File: config.mk
export PLATFORM = sky130hd
export DESIGN_NAME = float_to_fixed
export DESIGN_NICKNAME = d
export VERILOG_FILES = /design/src/source/fxp_pkg.sv /design/src/source/float_to_fixed.sv /design/src/source/fxp_saturate.sv /design/src/source/fxp_round.sv /design/src/source/fxp_align.sv /design/src/source/fxp_classify.sv
export VERILOG_INCLUDE_DIRS = /design/src /design/src/source
export SDC_FILE = /design/constraint.sdc
export NUM_CORES = 1
export LEC_CHECK = 0
export ABC_AREA = 1
export BUFFER_PORTS_ARGS = -buffer_cell sky130_fd_sc_hd__buf_2
export CAP_MARGIN = 20
export CORE_MARGIN = 1.5
export CORE_UTILIZATION = 61
export DETAILED_ROUTE_END_ITERATION = 8
export PLACE_DENSITY = 0.87
export SLEW_MARGIN = 40
export SYNTH_ARGS = -nofsm -noshare
export SYNTH_HDL_FRONTEND = slang
export SYNTH_HIERARCHICAL = 1
export SYNTH_SLANG_ARGS = --single-unit
File: constraint.sdc
create_clock -name clk -period 6.4 [get_ports clk]
set_clock_uncertainty 0.2 [all_clocks]
set_input_delay 0.96 -clock clk [delete_from_list [all_inputs] [get_ports clk]]
set_output_delay 0.96 -clock clk [all_outputs]
set_load 0.005 [all_outputs]
File: src/source/fxp_macros.svh
`ifndef FXP_MACROS_SVH
`define FXP_MACROS_SVH

// float32 layout
`define FLT_WID       32
`define FLT_EXP_WID   8
`define FLT_MANT_WID  23
`define FLT_EXP_BIAS  127

`define FXP_INT_WID   16  // incl sign bit
`define FXP_FRA_WID   16

// shift amount covers unbiased exponents -(FRA+1) .. INT-2, which is INT+FRA values
`define FXP_SHIFT_WID $clog2(`FXP_INT_WID + `FXP_FRA_WID)

`define FXP_STEP1_WID (`FXP_SHIFT_WID / 3)
`define FXP_STEP2_WID ((`FXP_SHIFT_WID - `FXP_STEP1_WID) / 2)
`define FXP_STEP3_WID (`FXP_SHIFT_WID - `FXP_STEP1_WID - `FXP_STEP2_WID)

`endif
File: src/source/fxp_pkg.sv
`include "fxp_macros.svh"

package fxp_pkg;

    typedef logic [`FLT_WID-1:0]      float_word_t;
    typedef logic [`FLT_EXP_WID-1:0]  exp_t;
    typedef logic [`FLT_MANT_WID-1:0] mant_t;

    typedef logic [`FXP_SHIFT_WID-1:0]                  shift_t;
    typedef logic [`FXP_SHIFT_WID-`FXP_STEP1_WID-1:0]   shift_rest_t;  // steps 2 and 3

    // hidden one + mantissa, widened for the step-1 shift
    typedef logic [`FLT_MANT_WID+(1<<`FXP_STEP1_WID)-1:0] mant1_t;

    // shifted magnitude, guard bit at [0]
    typedef logic [`FXP_INT_WID+`FXP_FRA_WID:0] aligned_t;

    typedef logic signed [`FXP_INT_WID-1:0] fix_int_t;
    typedef logic        [`FXP_FRA_WID-1:0] fix_fra_t;

endpackage

File: src/source/float_to_fixed.sv
`timescale 1ns/100ps
`include "fxp_macros.svh"

module float_to_fixed (
    input  logic                 clk,
    input  logic                 rstn,
    input  logic                 en,
    input  fxp_pkg::float_word_t float_val,
    output logic                 overflow,
    output logic                 underflow,
    output logic                 nan,
    output logic                 infinity,
    output logic                 denorm,
    output logic                 zero,
    output fxp_pkg::fix_int_t    fixed_integer,
    output fxp_pkg::fix_fra_t    fixed_fraction
);

    fxp_pkg::mant1_t      mant_step1;
    fxp_pkg::shift_rest_t shift_rest;
    logic s1_sign, s1_nan, s1_inf, s1_denorm, s1_zero;
    logic s1_overflow, s1_underflow, s1_min_exact;

    fxp_pkg::aligned_t aligned;
    logic s3_sign, s3_nan, s3_inf, s3_denorm, s3_zero;
    logic s3_overflow, s3_underflow, s3_result_clr, s3_result_set;

    fxp_pkg::fix_int_t     mag_int;
    fxp_pkg::fix_fra_t     mag_fra;
    logic [`FXP_FRA_WID:0] neg_fra;
    logic s4_sign, s4_nan, s4_inf, s4_denorm, s4_zero;
    logic s4_overflow, s4_underflow, s4_result_clr, s4_result_set;

    fxp_classify classify_inst (
        .clk        (clk),
        .rstn       (rstn),
        .en         (en),
        .float_val  (float_val),
        .mant_step1 (mant_step1),
        .shift_rest (shift_rest),
        .sign       (s1_sign),
        .nan        (s1_nan),
        .inf        (s1_inf),
        .denorm     (s1_denorm),
        .zero       (s1_zero),
        .overflow   (s1_overflow),
        .underflow  (s1_underflow),
        .min_exact  (s1_min_exact)
    );

    fxp_align align_inst (
        .clk(clk), .rstn(rstn), .en(en),
        .mant_step1(mant_step1), .shift_rest(shift_rest),
        .s1_sign(s1_sign), .s1_nan(s1_nan), .s1_inf(s1_inf),
        .s1_denorm(s1_denorm), .s1_zero(s1_zero), .s1_overflow(s1_overflow),
        .s1_underflow(s1_underflow), .s1_min_exact(s1_min_exact),
        .aligned(aligned),
        .s3_sign(s3_sign), .s3_nan(s3_nan), .s3_inf(s3_inf),
        .s3_denorm(s3_denorm), .s3_zero(s3_zero), .s3_overflow(s3_overflow),
        .s3_underflow(s3_underflow),
        .s3_result_clr(s3_result_clr), .s3_result_set(s3_result_set)
    );

    fxp_round round_inst (
        .clk(clk), .rstn(rstn), .en(en),
        .aligned(aligned),
        .s3_sign(s3_sign), .s3_nan(s3_nan), .s3_inf(s3_inf),
        .s3_denorm(s3_denorm), .s3_zero(s3_zero), .s3_overflow(s3_overflow),
        .s3_underflow(s3_underflow),
        .s3_result_clr(s3_result_clr), .s3_result_set(s3_result_set),
        .mag_int(mag_int), .mag_fra(mag_fra), .neg_fra(neg_fra),
        .s4_sign(s4_sign), .s4_nan(s4_nan), .s4_inf(s4_inf),
        .s4_denorm(s4_denorm), .s4_zero(s4_zero), .s4_overflow(s4_overflow),
        .s4_underflow(s4_underflow),
        .s4_result_clr(s4_result_clr), .s4_result_set(s4_result_set)
    );

    fxp_saturate saturate_inst (
        .clk(clk), .rstn(rstn), .en(en),
        .mag_int(mag_int), .mag_fra(mag_fra), .neg_fra(neg_fra),
        .s4_sign(s4_sign), .s4_nan(s4_nan), .s4_inf(s4_inf),
        .s4_denorm(s4_denorm), .s4_zero(s4_zero), .s4_overflow(s4_overflow),
        .s4_underflow(s4_underflow),
        .s4_result_clr(s4_result_clr), .s4_result_set(s4_result_set),
        .overflow(overflow), .underflow(underflow),
        .nan(nan), .infinity(infinity), .denorm(denorm), .zero(zero),
        .fixed_integer(fixed_integer), .fixed_fraction(fixed_fraction)
    );

endmodule

File: src/source/fxp_saturate.sv
`timescale 1ns/100ps
`include "fxp_macros.svh"

module fxp_saturate (
    input  logic                  clk,
    input  logic                  rstn,
    input  logic                  en,
    input  fxp_pkg::fix_int_t     mag_int,
    input  fxp_pkg::fix_fra_t     mag_fra,
    input  logic [`FXP_FRA_WID:0] neg_fra,
    input  logic                  s4_sign,
    input  logic                  s4_nan,
    input  logic                  s4_inf,
    input  logic                  s4_denorm,
    input  logic                  s4_zero,
    input  logic                  s4_overflow,
    input  logic                  s4_underflow,
    input  logic                  s4_result_clr,
    input  logic                  s4_result_set,
    output logic                  overflow,
    output logic                  underflow,
    output logic                  nan,
    output logic                  infinity,
    output logic                  denorm,
    output logic                  zero,
    output fxp_pkg::fix_int_t     fixed_integer,
    output fxp_pkg::fix_fra_t     fixed_fraction
);

    localparam fxp_pkg::fix_int_t INT_MAX = {1'b0, {(`FXP_INT_WID-1){1'b1}}};
    localparam fxp_pkg::fix_int_t INT_MIN = {1'b1, {(`FXP_INT_WID-1){1'b0}}};

    fxp_pkg::fix_int_t int_signed;
    fxp_pkg::fix_fra_t fra_signed;

    // negative value becomes floor integer plus positive fraction
    always_comb begin
        if (s4_sign) begin
            int_signed = ~mag_int + {{(`FXP_INT_WID-1){1'b0}}, neg_fra[`FXP_FRA_WID]};
            fra_signed = neg_fra[`FXP_FRA_WID-1:0];
        end else begin
            int_signed = mag_int;
            fra_signed = mag_fra;
        end
    end

    always_ff @(posedge clk or negedge rstn) begin
        if (!rstn) begin
            overflow       <= 1'b0;
            underflow      <= 1'b0;
            nan            <= 1'b0;
            infinity       <= 1'b0;
            denorm         <= 1'b0;
            zero           <= 1'b0;
            fixed_integer  <= '0;
            fixed_fraction <= '0;
        end else if (en) begin
            nan      <= s4_nan;
            infinity <= s4_inf;
            denorm   <= s4_denorm;
            zero     <= s4_zero;

            if (s4_inf) begin
                overflow  <= 1'b1;
                underflow <= 1'b0;
            end else if (s4_zero | s4_nan | s4_denorm) begin
                overflow  <= 1'b0;
                underflow <= 1'b0;
            end else begin
                overflow  <= s4_overflow;
                underflow <= s4_underflow;
            end

            if (s4_result_clr) begin
                fixed_integer  <= '0;
                fixed_fraction <= '0;
            end else if (s4_result_set) begin
                fixed_integer  <= s4_sign ? INT_MIN : INT_MAX;
                fixed_fraction <= s4_sign ? '0 : '1;
            end else if (!s4_sign && int_signed[`FXP_INT_WID-1]) begin  // rounded into sign bit
                fixed_integer  <= INT_MAX;
                fixed_fraction <= '1;
            end else begin
                fixed_integer  <= int_signed;
                fixed_fraction <= fra_signed;
            end
        end
    end

endmodule

File: src/source/fxp_round.sv
`timescale 1ns/100ps
`include "fxp_macros.svh"

module fxp_round (
    input  logic                  clk,
    input  logic                  rstn,
    input  logic                  en,
    input  fxp_pkg::aligned_t     aligned,
    input  logic                  s3_sign,
    input  logic                  s3_nan,
    input  logic                  s3_inf,
    input  logic                  s3_denorm,
    input  logic                  s3_zero,
    input  logic                  s3_overflow,
    input  logic                  s3_underflow,
    input  logic                  s3_result_clr,
    input  logic                  s3_result_set,
    output fxp_pkg::fix_int_t     mag_int,
    output fxp_pkg::fix_fra_t     mag_fra,
    output logic [`FXP_FRA_WID:0] neg_fra,
    output logic                  s4_sign,
    output logic                  s4_nan,
    output logic                  s4_inf,
    output logic                  s4_denorm,
    output logic                  s4_zero,
    output logic                  s4_overflow,
    output logic                  s4_underflow,
    output logic                  s4_result_clr,
    output logic                  s4_result_set
);

    logic [`FXP_FRA_WID:0]   fra_rnd;  // msb is the carry into the integer
    logic [`FXP_INT_WID-1:0] int_rnd;

    assign fra_rnd = {1'b0, aligned[`FXP_FRA_WID:1]} + {{`FXP_FRA_WID{1'b0}}, aligned[0]};
    assign int_rnd = aligned[`FXP_INT_WID+`FXP_FRA_WID:`FXP_FRA_WID+1]
                   + {{(`FXP_INT_WID-1){1'b0}}, fra_rnd[`FXP_FRA_WID]};

    always_ff @(posedge clk or negedge rstn) begin
        if (!rstn) begin
            mag_int       <= '0;
            mag_fra       <= '0;
            neg_fra       <= '0;
            s4_sign       <= 1'b0;
            s4_nan        <= 1'b0;
            s4_inf        <= 1'b0;
            s4_denorm     <= 1'b0;
            s4_zero       <= 1'b0;
            s4_overflow   <= 1'b0;
            s4_underflow  <= 1'b0;
            s4_result_clr <= 1'b0;
            s4_result_set <= 1'b0;
        end else if (en) begin
            mag_int <= int_rnd;
            mag_fra <= fra_rnd[`FXP_FRA_WID-1:0];
            // 2^FRA - frac, carry set only when frac is zero
            neg_fra <= {1'b0, ~fra_rnd[`FXP_FRA_WID-1:0]} + {{`FXP_FRA_WID{1'b0}}, 1'b1};

            s4_sign       <= s3_sign;
            s4_nan        <= s3_nan;
            s4_inf        <= s3_inf;
            s4_denorm     <= s3_denorm;
            s4_zero       <= s3_zero;
            s4_overflow   <= s3_overflow;
            s4_underflow  <= s3_underflow;
            s4_result_clr <= s3_result_clr;
            s4_result_set <= s3_result_set;
        end
    end

endmodule

File: src/source/fxp_align.sv
`timescale 1ns/100ps
`include "fxp_macros.svh"

module fxp_align (
    input  logic                 clk,
    input  logic                 rstn,
    input  logic                 en,
    input  fxp_pkg::mant1_t      mant_step1,
    input  fxp_pkg::shift_rest_t shift_rest,
    input  logic                 s1_sign,
    input  logic                 s1_nan,
    input  logic                 s1_inf,
    input  logic                 s1_denorm,
    input  logic                 s1_zero,
    input  logic                 s1_overflow,
    input  logic                 s1_underflow,
    input  logic                 s1_min_exact,
    output fxp_pkg::aligned_t    aligned,
    output logic                 s3_sign,
    output logic                 s3_nan,
    output logic                 s3_inf,
    output logic                 s3_denorm,
    output logic                 s3_zero,
    output logic                 s3_overflow,
    output logic                 s3_underflow,
    output logic                 s3_result_clr,
    output logic                 s3_result_set
);

    localparam int S1 = `FXP_STEP1_WID;
    localparam int S2 = `FXP_STEP2_WID;
    localparam int S3 = `FXP_STEP3_WID;
    localparam int W2 = `FLT_MANT_WID + (1 << (S1 + S2));
    localparam int W3 = `FLT_MANT_WID + (1 << `FXP_SHIFT_WID);

    logic [W2-1:0] mant2;
    logic [S3-1:0] shift_last;
    logic [W3-1:0] mant3;
    logic sign2, nan2, inf2, denorm2, zero2;
    logic overflow2, underflow2, result_clr2, result_set2;

    assign mant3 = W3'(mant2) << {shift_last, {(S1 + S2){1'b0}}};

    // stage 2
    always_ff @(posedge clk or negedge rstn) begin
        if (!rstn) begin
            mant2       <= '0;
            shift_last  <= '0;
            sign2       <= 1'b0;
            nan2        <= 1'b0;
            inf2        <= 1'b0;
            denorm2     <= 1'b0;
            zero2       <= 1'b0;
            overflow2   <= 1'b0;
            underflow2  <= 1'b0;
            result_clr2 <= 1'b0;
            result_set2 <= 1'b0;
        end else if (en) begin
            mant2       <= W2'(mant_step1) << {shift_rest[S2-1:0], {S1{1'b0}}};
            shift_last  <= shift_rest[S2 +: S3];
            sign2       <= s1_sign;
            nan2        <= s1_nan;
            inf2        <= s1_inf;
            denorm2     <= s1_denorm;
            zero2       <= s1_zero;
            overflow2   <= s1_overflow;
            underflow2  <= s1_underflow;
            result_clr2 <= s1_zero | s1_nan | s1_denorm | s1_underflow;  // result forced to 0
            result_set2 <= s1_inf | s1_overflow | s1_min_exact;          // max or min
        end
    end

    // stage 3
    always_ff @(posedge clk or negedge rstn) begin
        if (!rstn) begin
            aligned       <= '0;
            s3_sign       <= 1'b0;
            s3_nan        <= 1'b0;
            s3_inf        <= 1'b0;
            s3_denorm     <= 1'b0;
            s3_zero       <= 1'b0;
            s3_overflow   <= 1'b0;
            s3_underflow  <= 1'b0;
            s3_result_clr <= 1'b0;
            s3_result_set <= 1'b0;
        end else if (en) begin
            aligned       <= {1'b0, mant3[`FLT_MANT_WID +: `FXP_INT_WID + `FXP_FRA_WID]};
            s3_sign       <= sign2;
            s3_nan        <= nan2;
            s3_inf        <= inf2;
            s3_denorm     <= denorm2;
            s3_zero       <= zero2;
            s3_overflow   <= overflow2;
            s3_underflow  <= underflow2;
            s3_result_clr <= result_clr2;
            s3_result_set <= result_set2;
        end
    end

endmodule

File: src/source/fxp_classify.sv
`timescale 1ns/100ps
`include "fxp_macros.svh"

module fxp_classify (
    input  logic                 clk,
    input  logic                 rstn,
    input  logic                 en,
    input  fxp_pkg::float_word_t float_val,
    output fxp_pkg::mant1_t      mant_step1,
    output fxp_pkg::shift_rest_t shift_rest,
    output logic                 sign,
    output logic                 nan,
    output logic                 inf,
    output logic                 denorm,
    output logic                 zero,
    output logic                 overflow,
    output logic                 underflow,
    output logic                 min_exact
);

    // biased exponent window that fits the fixed format
    localparam int EXP_HI = `FLT_EXP_BIAS + `FXP_INT_WID - 2;
    localparam int EXP_LO = `FLT_EXP_BIAS - `FXP_FRA_WID - 1;

    // -2^(INT-1) is representable, keep it out of overflow
    localparam fxp_pkg::float_word_t MIN_WORD =
        {1'b1, fxp_pkg::exp_t'(EXP_HI + 1), {`FLT_MANT_WID{1'b0}}};

    fxp_pkg::exp_t   exp_f;
    fxp_pkg::mant_t  mant_f;
    fxp_pkg::exp_t   shift_full;
    fxp_pkg::shift_t shift_amt;
    logic            exp_zero;
    logic            exp_ones;
    logic            mant_zero;

    assign exp_f     = float_val[`FLT_MANT_WID +: `FLT_EXP_WID];
    assign mant_f    = float_val[`FLT_MANT_WID-1:0];
    assign exp_zero  = (exp_f == '0);
    assign exp_ones  = (exp_f == '1);
    assign mant_zero = (mant_f == '0);

    assign shift_full = exp_f - fxp_pkg::exp_t'(EXP_LO);  // garbage outside window, flagged
    assign shift_amt  = shift_full[`FXP_SHIFT_WID-1:0];

    always_ff @(posedge clk or negedge rstn) begin
        if (!rstn) begin
            mant_step1 <= '0;
            shift_rest <= '0;
            sign       <= 1'b0;
            nan        <= 1'b0;
            inf        <= 1'b0;
            denorm     <= 1'b0;
            zero       <= 1'b0;
            overflow   <= 1'b0;
            underflow  <= 1'b0;
            min_exact  <= 1'b0;
        end else if (en) begin
            mant_step1 <= fxp_pkg::mant1_t'({1'b1, mant_f}) << shift_amt[`FXP_STEP1_WID-1:0];
            shift_rest <= shift_amt[`FXP_SHIFT_WID-1:`FXP_STEP1_WID];
            sign       <= float_val[`FLT_WID-1];

            zero   <= exp_zero & mant_zero;
            denorm <= exp_zero & ~mant_zero;
            nan    <= exp_ones & ~mant_zero;
            inf    <= exp_ones & mant_zero;

            overflow  <= (exp_f > EXP_HI) && (float_val != MIN_WORD);
            min_exact <= (float_val == MIN_WORD);
            underflow <= (exp_f < EXP_LO);
        end
    end

endmodule

==> metrics.cfg, run 1 <==
[logic_synthesis]
async_flop_share_pct=100.0
yosysWarnings=6
synth_top_cell_area_share_pct=47.77
ys_top_cells_by_area=dfrtp_1 48%, nand2_1 20%, nand3_1 4.6%
netlist_area_mm2=0.01126
yosysMostFrequentCell=nand2_1
syn-num-nets=1563
synthCells=1518
ys_top_cells_by_count=604 x nand2_1, 215 x dfrtp_1, 126 x nor2_1
ys.flop_type=dfrtp_1
ys_ff_latch=215
synth_edf_count=0
seq_area_frac_synth_pct=47.77
synth_cell_types=46
yosys.area.top_type=dfrtp_1
syn_avg_cell_area_um2=7.420

[cts]
ctsResizeCount=0
clk_latency_ns=0.50
clkSinkCount=215
tritoncts=done
cts.reportedPaths.clkPinSlew_ns=0.06
hold_buffers=0
htree_levels=1
ctsRootBufferMaster=clkbuf_16
numCtsBuffers=23
post-cts-setup-buffers=0
clockBufferDepth=3

[power_and_ir_drop]
irDropWorstVdd_mv=0.2721
p_leak_nw=6.420
power_density_mw_per_mm2=312.3
total_power_mw=3.879

[sta]
max_slew_margin_pct=51.15
fin_crit_ns=3.355
tns_ns=0
slew_viol_final=0
post-route-period-util_pct=52.42
setup_viol=0
fmax_mhz=298.1
hold_viol_final=0
grt_setup_unrepaired=no
tightest_slew_ns=0.7328

[floorplan]
initial_utilization_pct=62.49
io_pins=73
dieArea_mm2=0.01929
die_w_um=138.9
die_h_um=138.9
core_area_mm2=0.01802
placementRows=49

[placed_design]
gp_congestion=0.8935
port_buffers=72
dp_hpwl_mm=17.48

[cells_and_area]
insertedDiodeCount=0
drive_above_1_share_pct=10.13
nets=1599
area_delta_synth_final_pct=10.29

[critical_path]
cp-start-kind=flip-flop
ff2ff_path_depth=17
crit_arrival_ns=3.55
path_max_fanout=5
rrSetupSlack_ns=3.05
critPathKind=reg2reg
r2r-end=round_inst/mag_int[11]
cp.required_ns=6.59
critPathCaptureType=flip-flop
r2r_start=align_inst/aligned[0]

[detailed_routing]
routed_wl_mm=25.87
wl_met3_mm=1.458
highest_layer=met4
m1WireLength_mm=11.34
avgRoutedWirePerCell_um=14.39
viasPerCell=5.599
drc_errors=0
vias=10070
first_pass_iters=6
wl_met2_mm=12.44
drtIter0Drc=910
postRouteAntennaNets=0

[global_route]
antenna_found_initial=0
grt_pass1_wl_mm=43.44
grt_max_degree=96
grt_pass1_vias=9207
grt-ovfl-total=0
grtUsageTotal_pct=26.65

[run]
cap_violations=0

[status]
status=completed

[hold_path]
min_path_type=in2async

cell families (layout without fill, tap and decap cells):
family	count (synthesis)	count (layout)	synth area share [%]
DFF	215	215	47.77
other	1	1	0.03329
AOI/OAI and AO/OA	191	191	10.49
adders and majority gates	10	10	1.111
buffers and inverters	205	256	7.798
xor gates and xnor gates	6	6	0.4666
and+or+nand+nor	890	890	32.34
how the worst max path moves through the flow:
stage / to / depth (start not counted) / start / slack [ns]
finish: round_inst/mag_int[11] / 17 / align_inst/aligned[0] / 3.05
global route: round_inst/mag_int[11] / 17 / align_inst/aligned[0] / 2.78
CTS: round_inst/mag_int[11] / 17 / align_inst/aligned[0] / 3.10
detailed placement: saturate_inst/fixed_integer[8] / 7 / en / 3.06
global placement: round_inst/neg_fra[16] / 6 / en / 3.04
floorplan: round_inst/mag_int[12] / 19 / align_inst/aligned[0] / 3.63
metal layers:
| metal | up-vias | GRT usage [%] |
|---|---|---|
| met3 | 54 | 3.004 |
| met5 | - | 0 |
| met4 | 0 | 8.498 |
| met2 | 362 | 45.00 |
| met1 | 4722 | 36.30 |
| li1 | 4929 | - |
sequential cells by signal (all words and copies together) (netlist names), 16 cells and up:
name / count
saturate_inst/fixed_fraction: 16
round_inst/mag_fra: 16
classify_inst/mant_step1: 25
align_inst/mant2: 31
round_inst/neg_fra: 16
round_inst/mag_int: 16
saturate_inst/fixed_integer: 16
align_inst/aligned: 32
power breakdown:
group	switching, mW	internal, mW
Combinational	0.487	0.275
Clock	0.527	0.847
Sequential	0.179	1.56
cells in the final DEF (no fill, tap or decap), types with 2 or more instances in the layout:
cell type / count
buf_4: 4
nand2_1: 604
nor2_2: 8
nand4_1: 13
clkbuf_8: 7
o21a_1: 2
xor2_1: 6
nor2_1: 126
o22ai_1: 24
nor2_4: 5
bufinv_16: 3
ha_1: 10
o221ai_1: 21
nor3_1: 11
or2_2: 2
o211ai_1: 13
nand3_1: 104
nand3b_1: 2
nand3_2: 3
inv_4: 2
dfrtp_1: 214
a31oi_1: 9
o21ai_1: 14
a21oi_1: 33
a21o_1: 18
clkbuf_16: 23
clkbuf_1: 3
nand2_2: 6
o21ai_0: 50
buf_2: 70
o21bai_1: 2
inv_2: 14
clkinv_2: 5
inv_1: 121
stage by stage:
stage | hold slack [ns] | util [%] | instances | area [um^2] | worst slack [ns]
final | 0.1457 | 68.92 | 1798 | 12420 | 3.045
after CTS | 0.2665 | 68.74 | 1797 | 12390 | 3.099
after global placement | 0.2527 | 64.35 | 1757 | 11600 | 3.044
after detailed placement | 0.2516 | 64.37 | 1757 | 11600 | 3.059
after global routing | 0.1488 | 68.92 | 1798 | 12420 | 2.776
after floorplan | 0.2345 | - | 1518 | 11260 | 3.626
worst max-delay path: stages (launching register included):
cell     delay (ns)
dfrtp_1        0.40
ha_1           0.18
ha_1           0.17
nand2_2        0.12
nor2_2         0.23
nand2_1        0.09
nor2_1         0.09
nand2_1        0.07
nor3_1         0.21
ha_1           0.22
and3_1         0.20
nand2_1        0.08
nor3_1         0.42
nand3_1        0.24
nor2_1         0.14
nand2_1        0.06
nand3_1        0.08
nand2_1        0.05
cell type report:
type / instances / area [um^2]
clock buffer: 32 / 669.4
inverter: 139 / 528.0
fill: 1457 / 5603
clock inverter: 8 / 118.9
multi-input combinational: 1098 / 5005
timing repair buffer: 77 / 432.9
tap: 229 / 286.5
sequential: 215 / 5381
Note: power is estimated with default switching activity, not from simulation.
==> run 2, diff against run 1 <==
Settings changed: CORE_UTILIZATION 61 to 55, PLACE_DENSITY 0.87 to 0.83.
Clock period 6.4 ns to 3.05 ns, I/O delays scaled along.
==> run 2 against run 1 <==
Sequential share of layout area shrank 1.3 points. Non-clock buffer count increased by 25. Fmax is 12% higher. Sequential power rose by 110%. Combinational power rose by 120%. Core utilization shrank 5.4 points. Sequential cell count is the same. Die area increased by 11%. Count of clock-buffer cells in the layout increased by 3. Cell count increased by 3.9%. Highest routed layer unchanged. First-iteration DRC count fell by 20%. Register-to-register slack lost 3.0 ns. Largest cell class unchanged.
==> metrics.cfg, run 2 (synthesis gave the netlist of run 1 again) <==
[critical_path]
cp.required_ns=3.25  ; -3.34 ns
critPathKind=reg2reg
crit_arrival_ns=3.18  ; -0.37 ns
cp-start-kind=flip-flop
critPathCaptureType=flip-flop
path_max_fanout=4  ; -1
ff2ff_path_depth=19  ; +2

[sta]
post-route-period-util_pct=97.78  ; +45 points
fin_crit_ns=2.982  ; -0.3726 ns
fmax_mhz=335.3  ; +12%
slew_viol_final=0  ; unchanged
grt_setup_unrepaired=yes
tightest_slew_ns=0.7050  ; -0.02775 ns
hold_viol_final=0  ; unchanged
setup_viol=0  ; unchanged
max_slew_margin_pct=52.88  ; +1.7 points

[cts]
ctsRootBufferMaster=clkbuf_16
clkSinkCount=215  ; unchanged
cts.reportedPaths.clkPinSlew_ns=0.06  ; about the same
clk_latency_ns=0.51  ; about the same
htree_levels=1  ; unchanged
clockBufferDepth=3  ; unchanged
numCtsBuffers=24  ; +4.3%
tritoncts=done

[detailed_routing]
viasPerCell=5.415  ; -3.3%
routed_wl_mm=26.47  ; +2.3%
vias=10120  ; +0.49%
drc_errors=0  ; unchanged
postRouteAntennaNets=0  ; unchanged
avgRoutedWirePerCell_um=14.17  ; -1.5%
drtIter0Drc=731  ; -20%
first_pass_iters=5  ; -1

[global_route]
grt_pass1_vias=9314  ; +1.2%
antenna_found_initial=0  ; unchanged
grt-ovfl-total=0  ; unchanged
grt_pass1_wl_mm=44.76  ; +3.1%
grt_max_degree=79  ; -18%
grtUsageTotal_pct=25.05  ; -1.6 points

[hold_path]
min_path_type=in2reg
hold-path-cell-count=2

[status]
status=completed

[floorplan]
core_area_mm2=0.02017  ; +12%
die_h_um=146.1  ; +5.2%
dieArea_mm2=0.02135  ; +11%
io_pins=73  ; unchanged
placementRows=52  ; +6.1%
die_w_um=146.1  ; +5.2%
initial_utilization_pct=55.84  ; -6.6 points

[cells_and_area]
area_delta_synth_final_pct=13.65
fin_cells=1868  ; +3.9%
drive_above_1_share_pct=11.89  ; +1.8 points
nets=1625  ; +1.6%
layout_common_cells=602 x nand2_1, 215 x dfrtp_1, 123 x nor2_1
insertedDiodeCount=0  ; unchanged
final_common_cell=nand2_1
reg.largest.list=align_inst/aligned (32), align_inst/mant2 (31), classify_inst/mant_step1 (25)
largest_reg_flops=32  ; unchanged
top_register=align_inst/aligned

[run]
cap_violations=0  ; unchanged

[placed_design]
dp_hpwl_mm=18.41  ; +5.3%
gp_congestion=0.9304  ; +4.1%
dp.cells=1812  ; +3.1%
port_buffers=72  ; unchanged

[power_and_ir_drop]
irDropWorstVdd_mv=0.4037  ; +48%
p_leak_nw=6.577  ; +2.4%
total_power_mw=8.354  ; +120%
power_density_mw_per_mm2=652.6  ; +110%

[run 2: cell count changes in the layout (fill, tap and decap cells not counted), moves of 3 or more]
| cell | change |
|---|---|
| clkbuf_1 | +4 |
| clkbuf_8 | -3 |
| buf_12 | +3 |
| buf_4 | +21 |
| dlygate4sd3_1 | +3 |
| ha_1 | -4 |
| nor2_1 | -3 |
[run 2: routing by layer]
| layer | global-route usage (%) | share of wire (%) | up-vias |
|---|---|---|---|
| met2 | 42.12 | 48 | 305 |
| met5 | 0 | 0 | - |
| met4 | 6.162 | 2.3 | 0 |
| li1 | - | - | 4982 |
| met3 | 2.813 | 4.8 | 43 |
| met1 | 34.96 | 45 | 4786 |
[run 2: power by group]
| part | switching (mW) | leakage, nW | internal, mW |
|---|---|---|---|
| clock | 1.13 | 0.406 | 1.91 |
| sequential | 0.327 | 2.72 | 3.28 |
| combinational | 1.08 | 3.45 | 0.612 |
[run 2: repair_timing]
| action | 4_1_cts | 5_1_grt |
|---|---|---|
| pin swaps | 2 | 7 |
| buffers inserted | 3 | 6 |
| resized for setup | 4 | 13 |
| setup endpoints to repair | 3 | 3 |
| hold buffers | 3 | 0 |
| hold endpoints to repair | 64 | 0 |
[run 2: worst max-delay path, cell delays in order (launching register included)]
cell,delay [ns]
dfrtp_1,0.36
ha_2,0.20
ha_4,0.15
nand2_4,0.06
nor2_4,0.16
nand2_2,0.09
nor2_2,0.11
nand2_1,0.06
nor3_2,0.12
ha_2,0.23
ha_4,0.15
nand2_4,0.06
nor2_4,0.14
nand4_1,0.15
nor2_1,0.16
buf_4,0.13
nand3_1,0.07
xor2_1,0.15
nand2_1,0.07
nand2_1,0.05
[run 2: final cells by class]
type	count	area, um^2
Clock buffer	35	693.2
Clock inverter	9	150.1
Fill cell	1753	7368
Inverter	139	525.5
Multi-Input combinational cell	1098	5072
Sequential cell	215	5380
Tap cell	270	337.8
Timing Repair Buffer	102	641.9
[run 2: worst paths after layout]
path                                       start                              end  slack, ns
setup / recovery           align_inst/aligned[0]           round_inst/mag_int[14]       0.07
hold / removal                     float_val[23]     classify_inst/mant_step1[23]       0.02
setup reg to reg           align_inst/aligned[0]           round_inst/mag_int[14]       0.07
hold reg to reg                saturate_inst/nan                saturate_inst/nan       0.27
max in group asynchronous                   rstn          classify_inst/underflow       1.64
min in group asynchronous                   rstn  saturate_inst/fixed_integer[14]       0.30
[run 2: metrics by stage]
step	cell area (um^2)	TNS [ns]	setup WS [ns]	hold WS [ns]	utilization, %
finish	12800	0	0.06774	0.01919	63.47
global route	12800	-0.2489	-0.1068	0.03585	63.47
detailed placement	11790	-0.2724	-0.1681	0.2596	58.47
global placement	11790	0	0.04789	0.2512	58.47
CTS	12700	0	0.01907	0.002897	62.98
floorplan	11260	0	0.2756	-0.03809	-
==> run 3, diff against run 2 <==
Settings changed: ABC_AREA 1 to 0, CTS_BUF_LIST from default to sky130_fd_sc_hd__clkbuf_4 sky130_fd_sc_hd__clkbuf_8 sky130_fd_sc_hd__clkbuf_16.
==> run 3 against run 2 <==
Via count decreased by 14%. Core utilization about the same. Total power increased by 5.9%. Sequential share of layout area increased by 1.2 points. Clock power decreased by 8.2%. Final area decreased by 2.9%. Critical endpoint unchanged. Largest cell class unchanged. Largest power group unchanged. Highest routed layer unchanged.
==> metrics.cfg, run 3 <==
[detailed_routing]
avgRoutedWirePerCell_um=17.62  ; +24%
drc_errors=0  ; unchanged
viasPerCell=6.092  ; +12%
vias=8651  ; -14%
drtIter0Drc=704  ; -3.7%
postRouteAntennaNets=0  ; unchanged
first_pass_iters=5  ; unchanged
routed_wl_mm=25.02  ; -5.5%

[placed_design]
port_buffers=72  ; unchanged
dp.cells=1377  ; -24%
gp_congestion=0.8621  ; -7.3%
placed_area_mm2=0.01160  ; -1.7%
dp_hpwl_mm=16.44  ; -11%

[cts]
post-cts-setup-buffers=0  ; -3
clockBufferDepth=3  ; unchanged
clk_latency_ns=0.51  ; about the same
htree_levels=1  ; unchanged
numCtsBuffers=24  ; unchanged
clkSinkCount=215  ; unchanged
cts.reportedPaths.clkPinSlew_ns=0.06  ; about the same
tritoncts=done
ctsRootBufferMaster=clkbuf_16

[sta]
fin_crit_ns=2.891  ; -0.09090 ns
tns_ns=0  ; unchanged
slew_viol_final=0  ; unchanged
max_slew_margin_pct=52.72  ; -0.16 points
grt_setup_unrepaired=no
whs_ns=0.008917  ; -0.01027 ns
tightest_slew_ns=0.7092  ; +0.004169 ns
fmax_mhz=345.9  ; +3.1%
post-route-period-util_pct=94.80  ; -3.0 points
hold_viol_final=0  ; unchanged
setup_viol=0  ; unchanged

[critical_path]
slowest_delay_ns=0.40  ; +0.04 ns
cp-start-kind=flip-flop
critPathCaptureType=flip-flop
cpMostUsedCell=ha_4
ff2ff_path_depth=13  ; -6
path_cells=ha_2 -> ha_4 -> nand2_2 -> nor3_4 -> and4_1 -> ha_1 -> ha_4 -> nand2_1 -> or3_4 -> nor2_2 -> nand4_1 -> xor2_1 -> a21oi_1
endpoint=round_inst/mag_int[14]
critPathLaunch=align_inst/aligned[0]
critPathKind=reg2reg
path_max_fanout=4  ; unchanged
r2r_start=align_inst/aligned[0]
rrSetupSlack_ns=0.16  ; +0.09 ns
crit_arrival_ns=3.13  ; -0.05 ns
critPathSlowestCell=or3_4
cp.required_ns=3.29  ; +0.04 ns
r2r-end=round_inst/mag_int[14]

[power_and_ir_drop]
total_power_mw=8.850  ; +5.9%
irDropWorstVdd_mv=0.4243  ; +5.1%
power_density_mw_per_mm2=711.9  ; +9.1%
p_leak_nw=5.560  ; -15%

[global_route]
grtUsageTotal_pct=24.31  ; -0.74 points
grt-ovfl-total=0  ; unchanged
grt_max_degree=98  ; +24%
antenna_found_initial=0  ; unchanged
grt_pass1_vias=8060  ; -13%
grt_pass1_wl_mm=40.90  ; -8.6%

[floorplan]
core_area_mm2=0.01959  ; -2.9%
io_pins=73  ; unchanged
initial_utilization_pct=56.36  ; +0.51 points
placementRows=51  ; -1.9%
dieArea_mm2=0.02093  ; -1.9%
die_h_um=144.7  ; -0.98%
die_w_um=144.7  ; -0.98%

[logic_synthesis]
ys_ff_latch=215  ; unchanged
syn-num-nets=1138  ; -27%
ys.flop_type=dfrtp_1
synth_compound_area_share_pct=15.55  ; +5.1 points
yosysMostFrequentCell=dfrtp_1
async_flop_share_pct=100.0  ; unchanged
ys_top_cells_by_area=dfrtp_1 49%, mux2i_1 5.5%, mux2_2 5.0%
yosysWarnings=6  ; unchanged
synthSimpleGateAreaFrac_pct=15.19  ; -17 points
yosys.area.top_type=dfrtp_1
netlist_area_mm2=0.01104  ; -2.0%
syn_avg_cell_area_um2=10.10  ; +36%
synth_top_cell_area_share_pct=48.73  ; +0.96 points
synth_edf_count=0  ; unchanged
synthMuxAreaShare_pct=10.53  ; +11 points
synthCells=1093  ; -28%
ys_top_cells_by_count=215 x dfrtp_1, 113 x nor2_1, 89 x a21oi_1
yosys.area_share.adder_pct=1.133  ; +0.022 points
synth_top_family_by_area=compound AO/OA/AOI/OAI gates
synthXorXnorAreaFrac_pct=3.411  ; +2.9 points
synth_cell_types=76  ; +65%
seq_area_frac_synth_pct=48.73  ; +0.96 points

[cells_and_area]
fin_cells=1420  ; -24%
drive_above_1_share_pct=18.35  ; +6.5 points
top_register=align_inst/aligned
insertedDiodeCount=0  ; unchanged
reg.largest.list=align_inst/aligned (32), align_inst/mant2 (31), classify_inst/mant_step1 (25)
fin_area_mm2=0.01243  ; -2.9%
nets=1185  ; -27%
layout_common_cells=215 x dfrtp_1, 112 x nor2_1, 89 x a21oi_1
area_delta_synth_final_pct=12.60
largest_reg_flops=32  ; unchanged
final_common_cell=dfrtp_1

[hold_path]
min_path_type=in2reg

[run]
cap_violations=0  ; unchanged

[status]
status=completed

==> run 3: changes by cell type in the layout (fill, tap and decap cells not counted), moves of 35 or more <==
cell | previous run | this run
mux2i_1 | 0 | 61
o21ai_0 | 49 | 14
nand2_1 | 602 | 39
mux2_2 | 0 | 49
a21oi_1 | 33 | 89
inv_1 | 121 | 52
nand3_1 | 104 | 22
==> run 3: area by class of cell <==
type | count | area (um^2)
Clock buffer | 35 | 738.2
Sequential cell | 215 | 5380
Fill cell | 1530 | 7158
Tap cell | 265 | 331.6
Inverter | 55 | 206.4
Clock inverter | 6 | 35.03
Multi-Input combinational cell | 744 | 5110
Timing Repair Buffer | 100 | 630.6
==> run 3: logic make-up after synthesis <==
group	Yosys count
AO/OA/AOI/OAI	261
XOR/XNOR	43
adder cells (fa/ha/maj)	10
buffers and inverters	134
flip-flops	215
multiplexers	110
other	1
AND/OR/NAND/NOR	319
==> run 3: worst min path at each step <==
stage / start / to / depth (start not counted)
finish: float_val[22] / classify_inst/mant_step1[23] / 3
global route: float_val[31] / classify_inst/sign / 2
CTS: float_val[22] / classify_inst/mant_step1[23] / 3
detailed placement: saturate_inst/fixed_fraction[3] / saturate_inst/fixed_fraction[3] / 1
global placement: saturate_inst/fixed_fraction[11] / saturate_inst/fixed_fraction[11] / 1
floorplan: rstn / align_inst/aligned[0] / 0
==> run 3: repair_timing <==
action | 4_1_cts | 5_1_grt
setup endpoints to repair | 0 | 6
hold buffers | 2 | 0
endpoints found under the hold margin | 59 | 0
gates resized for setup | 0 | 9
==> run 3: worst max-delay path, delay by kind of cell (launching register included) <==
kind,cells,cell delay (ns)
DFF,1,0.38
adders and majority gates,4,0.74
and+or+nand+nor,7,1.19
AOI/OAI and AO/OA,1,0.14
xor gates and xnor gates,1,0.16
==> run 3: layer usage <==
metal	track usage, %	part of all wire, %	vias to the layer above
met2	39.21	48	330
met4	6.858	2.3	0
met3	3.291	5.8	47
li1	-	-	4036
met5	0	0	-
met1	34.59	44	4238
==> run 3: power breakdown <==
| group | internal (mW) | switching [mW] |
|---|---|---|
| logic | 0.969 | 1.17 |
| registers | 3.40 | 0.513 |
| clock network | 1.67 | 1.13 |
| total | 6.04 | 2.81 |
==> run 3: metrics by stage <==
step | util [%] | setup slack, ns
floorplan | - | 0.02887
global placement | 59.19 | 0.1045
detailed placement | 59.19 | 0.02533
CTS | 63.24 | 0.005347
global route | 63.46 | 0.02179
finish | 63.46 | 0.1586
